**config.mk**
```make
export PLATFORM = sky130hd
export DESIGN_NAME = usb_bridge_top
export DESIGN_NICKNAME = d
export VERILOG_FILES = /design/src/rtl/usb_bridge_pkg.sv /design/src/rtl/byte_fifo.sv /design/src/rtl/uart_tx_serializer.sv /design/src/rtl/usb_bridge_top.sv /design/src/rtl/usb_rx_dispatch.sv
export SDC_FILE = /design/constraint.sdc
export NUM_CORES = 1
export LEC_CHECK = 0
export ABC_AREA = 1
export ABC_CLOCK_PERIOD_IN_PS = 4200
export BUFFER_PORTS_ARGS = -buffer_cell sky130_fd_sc_hd__clkbuf_2
export CORE_MARGIN = 5
export CORE_UTILIZATION = 40
export DETAILED_ROUTE_END_ITERATION = 6
export PLACE_DENSITY = 0.55
export REMOVE_ABC_BUFFERS = 1
export SKIP_CTS_REPAIR_TIMING = 1
export SLEW_MARGIN = 20
export SYNTH_ARGS = -nofsm -noshare
export SYNTH_HDL_FRONTEND = slang
export SYNTH_SLANG_ARGS = --single-unit
```
**constraint.sdc**
```tcl
create_clock -name PHY_CLKOUT -period 4.2 [get_ports PHY_CLKOUT]
set_clock_uncertainty 0.05 [all_clocks]
set_input_delay 0.84 -clock PHY_CLKOUT [delete_from_list [all_inputs] [get_ports PHY_CLKOUT]]
set_output_delay 0.84 -clock PHY_CLKOUT [all_outputs]
set_load 0.01 [all_outputs]
```
**src/rtl/usb_bridge_pkg.sv**
```systemverilog
`default_nettype none

package usb_bridge_pkg;

  // ==================================================
  // data types
  // ==================================================
  localparam int NUM_GPIO = 10;  // parallel output width

  typedef logic [3:0]          endpt_t;     // usb endpoint number
  typedef logic [7:0]          usb_byte_t;  // one payload byte
  typedef logic [NUM_GPIO-1:0] gpio_t;      // parallel output word

  // ==================================================
  // endpoint map
  // ==================================================
  localparam endpt_t ENDPT_UART_DATA = 4'h5;  // bytes go out on the uart line
  localparam endpt_t ENDPT_PARALLEL  = 4'h8;  // packet sets the gpio word

  // ==================================================
  // buffering and uart timing
  // ==================================================
  localparam int FIFO_DEPTH = 8;  // must be a power of two

  // fixed baud, one bit every UART_CLKS_PER_BIT cycles of PHY_CLKOUT
  localparam int UART_CLKS_PER_BIT = 8;  // small for simulation
  localparam int UART_CNT_W        = $clog2(UART_CLKS_PER_BIT);
  localparam int UART_FRAME_BITS   = 10;  // start + 8 data + stop

endpackage

`default_nettype wire

```
**src/rtl/byte_fifo.sv**
```systemverilog
`timescale 1ns/100ps
`default_nettype none

module byte_fifo
  import usb_bridge_pkg::*;
#(
  parameter int DEPTH = FIFO_DEPTH  // power of two
) (
  input  wire             PHY_CLKOUT,
  input  wire             rst_n_i,
  input  wire usb_byte_t  push_data_i,
  input  wire             push_valid_i,
  input  wire             pop_ready_i,
  output logic            push_ready_o,
  output usb_byte_t       pop_data_o,
  output logic            pop_valid_o
);

  // one extra msb on each pointer tells full from empty
  typedef logic [$clog2(DEPTH):0] ptr_t;

  usb_byte_t mem [DEPTH];
  ptr_t      wr_ptr_q;
  ptr_t      rd_ptr_q;
  logic      empty;
  logic      full;
  logic      do_push;
  logic      do_pop;

  // ==================================================
  // status and handshakes
  // ==================================================
  assign empty = (wr_ptr_q == rd_ptr_q);
  assign full  = (wr_ptr_q[$clog2(DEPTH)] != rd_ptr_q[$clog2(DEPTH)]) &&
                 (wr_ptr_q[$clog2(DEPTH)-1:0] == rd_ptr_q[$clog2(DEPTH)-1:0]);

  assign push_ready_o = !full || pop_ready_i;  // a pop frees the slot this cycle
  assign pop_valid_o  = !empty;
  assign pop_data_o   = mem[rd_ptr_q[$clog2(DEPTH)-1:0]];  // show-ahead

  assign do_push = push_valid_i && push_ready_o;
  assign do_pop  = pop_valid_o && pop_ready_i;

  // ==================================================
  // storage and pointers
  // ==================================================
  always_ff @(posedge PHY_CLKOUT) begin
    if (do_push) begin
      mem[wr_ptr_q[$clog2(DEPTH)-1:0]] <= push_data_i;
    end
  end

  always_ff @(posedge PHY_CLKOUT or negedge rst_n_i) begin
    if (!rst_n_i) begin
      wr_ptr_q <= '0;
      rd_ptr_q <= '0;
    end else begin
      if (do_push) begin
        wr_ptr_q <= wr_ptr_q + 1'b1;
      end
      if (do_pop) begin
        rd_ptr_q <= rd_ptr_q + 1'b1;
      end
    end
  end

endmodule

`default_nettype wire

```
**src/rtl/uart_tx_serializer.sv**
```systemverilog
`timescale 1ns/100ps
`default_nettype none

module uart_tx_serializer
  import usb_bridge_pkg::*;
(
  input  wire             PHY_CLKOUT,
  input  wire             rst_n_i,
  input  wire usb_byte_t  pop_data_i,
  input  wire             pop_valid_i,
  output logic            pop_ready_o,
  output logic            uart_txd_o
);

  logic                        busy_q;
  logic [UART_CNT_W-1:0]       cnt_q;      // cycles within the current bit
  logic [3:0]                  bit_idx_q;  // 0 start, 1..8 data, 9 stop
  logic [$bits(usb_byte_t):0]  shift_q;    // data bits then stop bit
  logic                        txd_q;
  logic                        take;
  logic                        bit_end;
  logic                        last_bit;

  assign pop_ready_o = !busy_q;
  assign take        = pop_valid_i && !busy_q;
  assign bit_end     = (cnt_q == UART_CNT_W'(UART_CLKS_PER_BIT - 1));
  assign last_bit    = (bit_idx_q == 4'(UART_FRAME_BITS - 1));
  assign uart_txd_o  = txd_q;

  // ==================================================
  // frame sequencing
  // ==================================================
  always_ff @(posedge PHY_CLKOUT or negedge rst_n_i) begin
    if (!rst_n_i) begin
      busy_q    <= 1'b0;
      cnt_q     <= '0;
      bit_idx_q <= 4'd0;
      txd_q     <= 1'b1;  // line idles high
    end else if (take) begin
      busy_q    <= 1'b1;
      cnt_q     <= '0;
      bit_idx_q <= 4'd0;
      txd_q     <= 1'b0;  // start bit
    end else if (busy_q) begin
      if (bit_end) begin
        cnt_q <= '0;
        if (last_bit) begin
          busy_q <= 1'b0;  // stop bit done, ready for next byte
          txd_q  <= 1'b1;
        end else begin
          bit_idx_q <= bit_idx_q + 4'd1;
          txd_q     <= shift_q[0];  // lsb first
        end
      end else begin
        cnt_q <= cnt_q + 1'b1;
      end
    end
  end

  // ==================================================
  // shift register
  // ==================================================
  always_ff @(posedge PHY_CLKOUT) begin
    if (take) begin
      shift_q <= {1'b1, pop_data_i};  // stop bit rides behind the data
    end else if (busy_q && bit_end && !last_bit) begin
      shift_q <= shift_q >> 1;
    end
  end

endmodule

`default_nettype wire

```
**src/rtl/usb_bridge_top.sv**
```systemverilog
`timescale 1ns/100ps
`default_nettype none

module usb_bridge_top
  import usb_bridge_pkg::*;
(
  input  wire             PHY_CLKOUT,
  input  wire             rst_n_i,
  input  wire endpt_t     endpt_i,      // stable while rxact_i high
  input  wire usb_byte_t  rxdat_i,
  input  wire             rxval_i,
  input  wire             rxact_i,
  input  wire             rxpktval_i,   // good packet strobe
  output wire             rxrdy_o,
  output wire             uart_txd_o,
  output wire gpio_t      parallel_gpio_o
);

  wire usb_byte_t push_data;
  wire            push_valid;
  wire            push_ready;
  wire usb_byte_t pop_data;
  wire            pop_valid;
  wire            pop_ready;

  // ==================================================
  // endpoint dispatcher
  // ==================================================
  usb_rx_dispatch u_dispatch (
    .PHY_CLKOUT      (PHY_CLKOUT),
    .rst_n_i         (rst_n_i),
    .endpt_i         (endpt_i),
    .rxdat_i         (rxdat_i),
    .rxval_i         (rxval_i),
    .rxact_i         (rxact_i),
    .rxpktval_i      (rxpktval_i),
    .push_ready_i    (push_ready),
    .rxrdy_o         (rxrdy_o),
    .push_data_o     (push_data),
    .push_valid_o    (push_valid),
    .parallel_gpio_o (parallel_gpio_o)
  );

  // ==================================================
  // byte buffer
  // ==================================================
  byte_fifo #(
    .DEPTH (FIFO_DEPTH)
  ) u_fifo (
    .PHY_CLKOUT   (PHY_CLKOUT),
    .rst_n_i      (rst_n_i),
    .push_data_i  (push_data),
    .push_valid_i (push_valid),
    .pop_ready_i  (pop_ready),
    .push_ready_o (push_ready),
    .pop_data_o   (pop_data),
    .pop_valid_o  (pop_valid)
  );

  // ==================================================
  // uart transmitter
  // ==================================================
  uart_tx_serializer u_uart_tx (
    .PHY_CLKOUT  (PHY_CLKOUT),
    .rst_n_i     (rst_n_i),
    .pop_data_i  (pop_data),
    .pop_valid_i (pop_valid),
    .pop_ready_o (pop_ready),
    .uart_txd_o  (uart_txd_o)
  );

endmodule

`default_nettype wire

```
**src/rtl/usb_rx_dispatch.sv**
```systemverilog
`timescale 1ns/100ps
`default_nettype none

module usb_rx_dispatch
  import usb_bridge_pkg::*;
(
  input  wire             PHY_CLKOUT,
  input  wire             rst_n_i,
  input  wire endpt_t     endpt_i,
  input  wire usb_byte_t  rxdat_i,
  input  wire             rxval_i,
  input  wire             rxact_i,
  input  wire             rxpktval_i,
  input  wire             push_ready_i,
  output logic            rxrdy_o,
  output usb_byte_t       push_data_o,
  output logic            push_valid_o,
  output gpio_t           parallel_gpio_o
);

  logic                ep_uart;
  logic                ep_par;
  logic                uart_take;
  logic                par_take;
  logic [1:0]          byte_cnt_q;  // bytes seen in this parallel packet, saturates at 2
  logic [1:0]          stage_vld_q; // bit 0 low staging valid, bit 1 high staging valid
  usb_byte_t           stage_lo_q;
  logic [NUM_GPIO-9:0] stage_hi_q;

  // ==================================================
  // endpoint decode and ready
  // ==================================================
  assign ep_uart = (endpt_i == ENDPT_UART_DATA);
  assign ep_par  = (endpt_i == ENDPT_PARALLEL);

  assign rxrdy_o = ep_uart ? push_ready_i : ep_par;  // other endpoints refused

  assign uart_take = rxact_i && rxval_i && ep_uart && push_ready_i;
  assign par_take  = rxact_i && rxval_i && ep_par;

  // ==================================================
  // uart endpoint, one register stage into the fifo
  // ==================================================
  // the stage only moves when the fifo can take, so a held byte is never lost
  always_ff @(posedge PHY_CLKOUT or negedge rst_n_i) begin
    if (!rst_n_i) begin
      push_valid_o <= 1'b0;
    end else if (push_ready_i) begin
      push_valid_o <= uart_take;
    end
  end

  always_ff @(posedge PHY_CLKOUT) begin
    if (uart_take) begin
      push_data_o <= rxdat_i;
    end
  end

  // ==================================================
  // parallel endpoint
  // ==================================================
  always_ff @(posedge PHY_CLKOUT) begin
    if (par_take && byte_cnt_q == 2'd0) begin
      stage_lo_q <= rxdat_i;
    end
    if (par_take && byte_cnt_q == 2'd1) begin
      stage_hi_q <= rxdat_i[NUM_GPIO-9:0];  // two lsbs of byte 1
    end
  end

  always_ff @(posedge PHY_CLKOUT or negedge rst_n_i) begin
    if (!rst_n_i) begin
      byte_cnt_q      <= 2'd0;
      stage_vld_q     <= 2'b00;
      parallel_gpio_o <= '0;
    end else begin
      if (!rxact_i) begin
        byte_cnt_q <= 2'd0;
      end else if (par_take && byte_cnt_q != 2'd2) begin
        byte_cnt_q <= byte_cnt_q + 2'd1;
      end

      if (par_take && byte_cnt_q == 2'd0) begin
        stage_vld_q <= 2'b01;  // new packet, high half not yet seen
      end else if (par_take && byte_cnt_q == 2'd1) begin
        stage_vld_q[1] <= 1'b1;
      end else if ((rxact_i && byte_cnt_q == 2'd0) || rxpktval_i) begin
        stage_vld_q <= 2'b00;  // packet start or staging consumed
      end

      // only a good packet commits, one-byte packets keep the high bits
      if (rxpktval_i && ep_par) begin
        if (stage_vld_q[0]) begin
          parallel_gpio_o[7:0] <= stage_lo_q;
        end
        if (stage_vld_q[1]) begin
          parallel_gpio_o[NUM_GPIO-1:8] <= stage_hi_q;
        end
      end
    end
  end

endmodule

`default_nettype wire

```
==> results_dict.tcl <==
set metrics [dict create \
    hpwl_mm 8.15 \
    yosysTopAreaCell "edfxtp_1" \
    via_count 3669 \
    initial_core_util_pct 41.0 \
    period_minus_slack_ns 3.16 \
    hold_end "u_uart_tx.shift_q[8]" \
    final_cells 793 \
    io_pins 29 \
    portBuffers 28 \
    synth_top_area_share_pct 49.4 \
    hold_path.class "reg -> reg" \
    rows 42 \
    endpoint_kind "output port" \
    ant_nets 0 \
    dieArea_sq_um 16100 \
    cts_root_buf "clkbuf_16" \
    r2r_slack_ns 1.56 \
    clock_power_share_pct 49.3 \
    yosys_warnings 0 \
    cts_sinks 123 \
    hold_depth 2 \
    die_w_um 127 \
    grt_pass1_wl_mm 19.4 \
    die-height_um 127 \
    finalHoldViolCount 0 \
    cts_tree "yes" \
    numCtsBuffers 17 \
    drive_gt1_share_pct 12.3 \
    dr.pass1.iters 4 \
    synth_edf_count 90 \
    layout_worst_path_cycle_share_pct 75.4 \
    status "finished clean" \
    clk_pin_slew_ns 0.06 \
    rsz0062_at_grt "false" \
    critPathArrivalTime_ns 2.27 \
    ys_async_sr_fraction_pct 26.0 \
    path_class "reg -> out" \
    r2r-end "u_fifo.mem[4][2]" \
    worst_hold_slack_ns 0.406 \
    wire_per_inst_um 14.5 \
    cp-start-kind "flip-flop" \
    syn_area_sq_um 5470 \
    synth-main-ff-cell "edfxtp_1" \
    power_per_cell_area_nw_per_um2 446 \
    min_from "u_uart_tx.shift_q[8]" \
    overflow 0 \
    power.switching_uw 653 \
    post_synth.cell_area_avg_sq_um 9.55 \
    first_global_vias 3776 \
    power.internal_mw 2.17 \
    ys_seq_area_share_pct 64.4 \
    synthToLayoutAreaGrowth_pct 15.4 \
    antenna_found_initial 0 \
    yosys-top-cells-count "nand2_1, inv_1, edfxtp_1" \
    grt.total_usage_pct 15.6 \
    clock_path_buffers 2 \
    vias_per_cell 4.63 \
    synthTopCellsByArea "edfxtp_1, nand2_1, dfrtp_1" \
    cts_htree_levels 4 \
    vdd_drop_max_uv 389 \
    cap_violations 0 \
    netSwitchingFraction_pct 23.2 \
    setup_tns_ns 0 \
    path_max_fanout 22 \
    p_seq_share_pct 47.1 \
    setup_violations 0 \
    synthCells 573 \
    antenna_cells 0 \
    drtIter0Drc 225 \
    drt-total-wl_mm 11.5 \
    reg2reg_from "u_fifo.rd_ptr_q[0]" \
    yosysMostFrequentCell "nand2_1" \
    ys_types 25 \
    slew_headroom_pct 41.9 \
    p_leak_nw 3.00 \
    drv_slew 0 \
    r2r_cells 8 \
    nets 630 \
    synth-seq-cells 123 \
    worst_pin_slew_ns 0.871 \
    cp.required_ns 3.31 \
    place.gp.congestion 0.902 \
    core_area_sq_um 13300 \
    dp.cells 761 \
    clkLatencyLatePin_ns 0.42 \
    p_comb_share_pct 3.6 \
    max_freq_mhz 316 \
    drc 0 \
    grt_max_degree 39 \
]
metrics by stage:
step                worst slack, ns  instance area (sq um)  util [%]  total power [mW]
floorplan                      1.49                   5380         -              1.41
global placement               1.54                   5750      43.1              1.46
detailed placement             1.51                   5750      43.1              1.46
CTS                            1.04                   6320      47.3              2.85
global route                  0.847                   6320      47.3              2.92
finish                         1.04                   6320      47.3              2.82
kinds of logic (layout without fill, tap and decap cells):
kind of cell	Yosys count	count (layout)	share of synthesized area (%)
adder cells (fa/ha/maj)	9	9	2.06
AND/OR/NAND/NOR	302	302	22.6
XOR/XNOR	5	5	0.800
buffers and inverters	118	162	8.64
AO/OA/AOI/OAI	16	16	1.49
flip-flops	123	123	64.4
worst max-delay path, cell delays in order (launching register included):
cell and delay, ns:
dfrtp_1 0.78, inv_2 0.32, nand2_1 0.13, nand2_1 0.09, nor2_4 0.14, nand2_2 0.13
nand2_1 0.09, nand2_1 0.05, clkbuf_2 0.12
state kept, by name, indices dropped and copies added, names as in the netlist:
register                    flops
u_uart_tx.shift_q               9
u_uart_tx.busy_q                1
u_dispatch.push_valid_o         1
u_uart_tx.cnt_q                 3
u_fifo.rd_ptr_q                 4
u_dispatch.byte_cnt_q           2
u_dispatch.stage_lo_q           8
u_uart_tx.uart_txd_o            1
u_dispatch.parallel_gpio_o     10
u_dispatch.stage_hi_q           2
u_dispatch.push_data_o          8
u_fifo.wr_ptr_q                 4
u_fifo.mem                     64
u_dispatch.stage_vld_q          2
u_uart_tx.bit_idx_q             4
area by class of cell:
| cell class | instances | area, sq um |
|---|---|---|
| Multi-Input combinational cell | 332 | 1480 |
| Inverter | 101 | 379 |
| Clock buffer | 18 | 429 |
| Fill cell | 1304 | 7030 |
| Tap cell | 176 | 220 |
| Sequential cell | 123 | 3520 |
| Clock inverter | 14 | 140 |
| Timing Repair Buffer | 29 | 148 |
worst max-delay path by stage:
stage          depth (start not counted)      end  slack (ns)               start
6_report                               8  rxrdy_o        1.04  u_fifo.rd_ptr_q[1]
5_1_grt                                8  rxrdy_o        0.85  u_fifo.rd_ptr_q[1]
4_1_cts                                8  rxrdy_o        1.04  u_fifo.rd_ptr_q[1]
3_5_place_dp                           8  rxrdy_o        1.51  u_fifo.rd_ptr_q[1]
3_3_place_gp                           8  rxrdy_o        1.54  u_fifo.rd_ptr_q[1]
2_1_floorplan                          7  rxrdy_o        1.49  u_fifo.rd_ptr_q[0]
power by group through the flow:
| stage | Sequential (mW) | Combinational [mW] | Clock (mW) |
|---|---|---|---|
| floorplan | 1.35 | 0.0648 | 0 |
| global placement | 1.35 | 0.106 | 0 |
| detailed placement | 1.35 | 0.105 | 0 |
| CTS | 1.33 | 0.105 | 1.41 |
| global route | 1.33 | 0.120 | 1.47 |
| finish | 1.33 | 0.102 | 1.39 |
cells in the final DEF (no fill, tap or decap), types with 2 or more instances in the layout:
cell type   instances
nand2_1           217
inv_1              95
edfxtp_1           90
nand3_1            55
dfrtp_1            31
clkbuf_2           28
nor2_1             19
clkbuf_16          17
o21ai_0            11
ha_1                9
inv_2               6
clkinv_4            6
nor2_2              4
a21oi_1             4
nand2_2             3
xor2_1              3
inv_6               3
xnor2_1             2
clkinvlp_4          2
per-layer routing:
layer / global-route usage, % / vias up / wire length (um)
li1: - / 1855 / -
met5: 0 / - / 0
met2: 24.1 / 100 / 5320
met3: 4.30 / 33 / 549
met4: 7.57 / 0 / 366
met1: 20.3 / 1681 / 5290
Power figures use the tool's default switching activity.
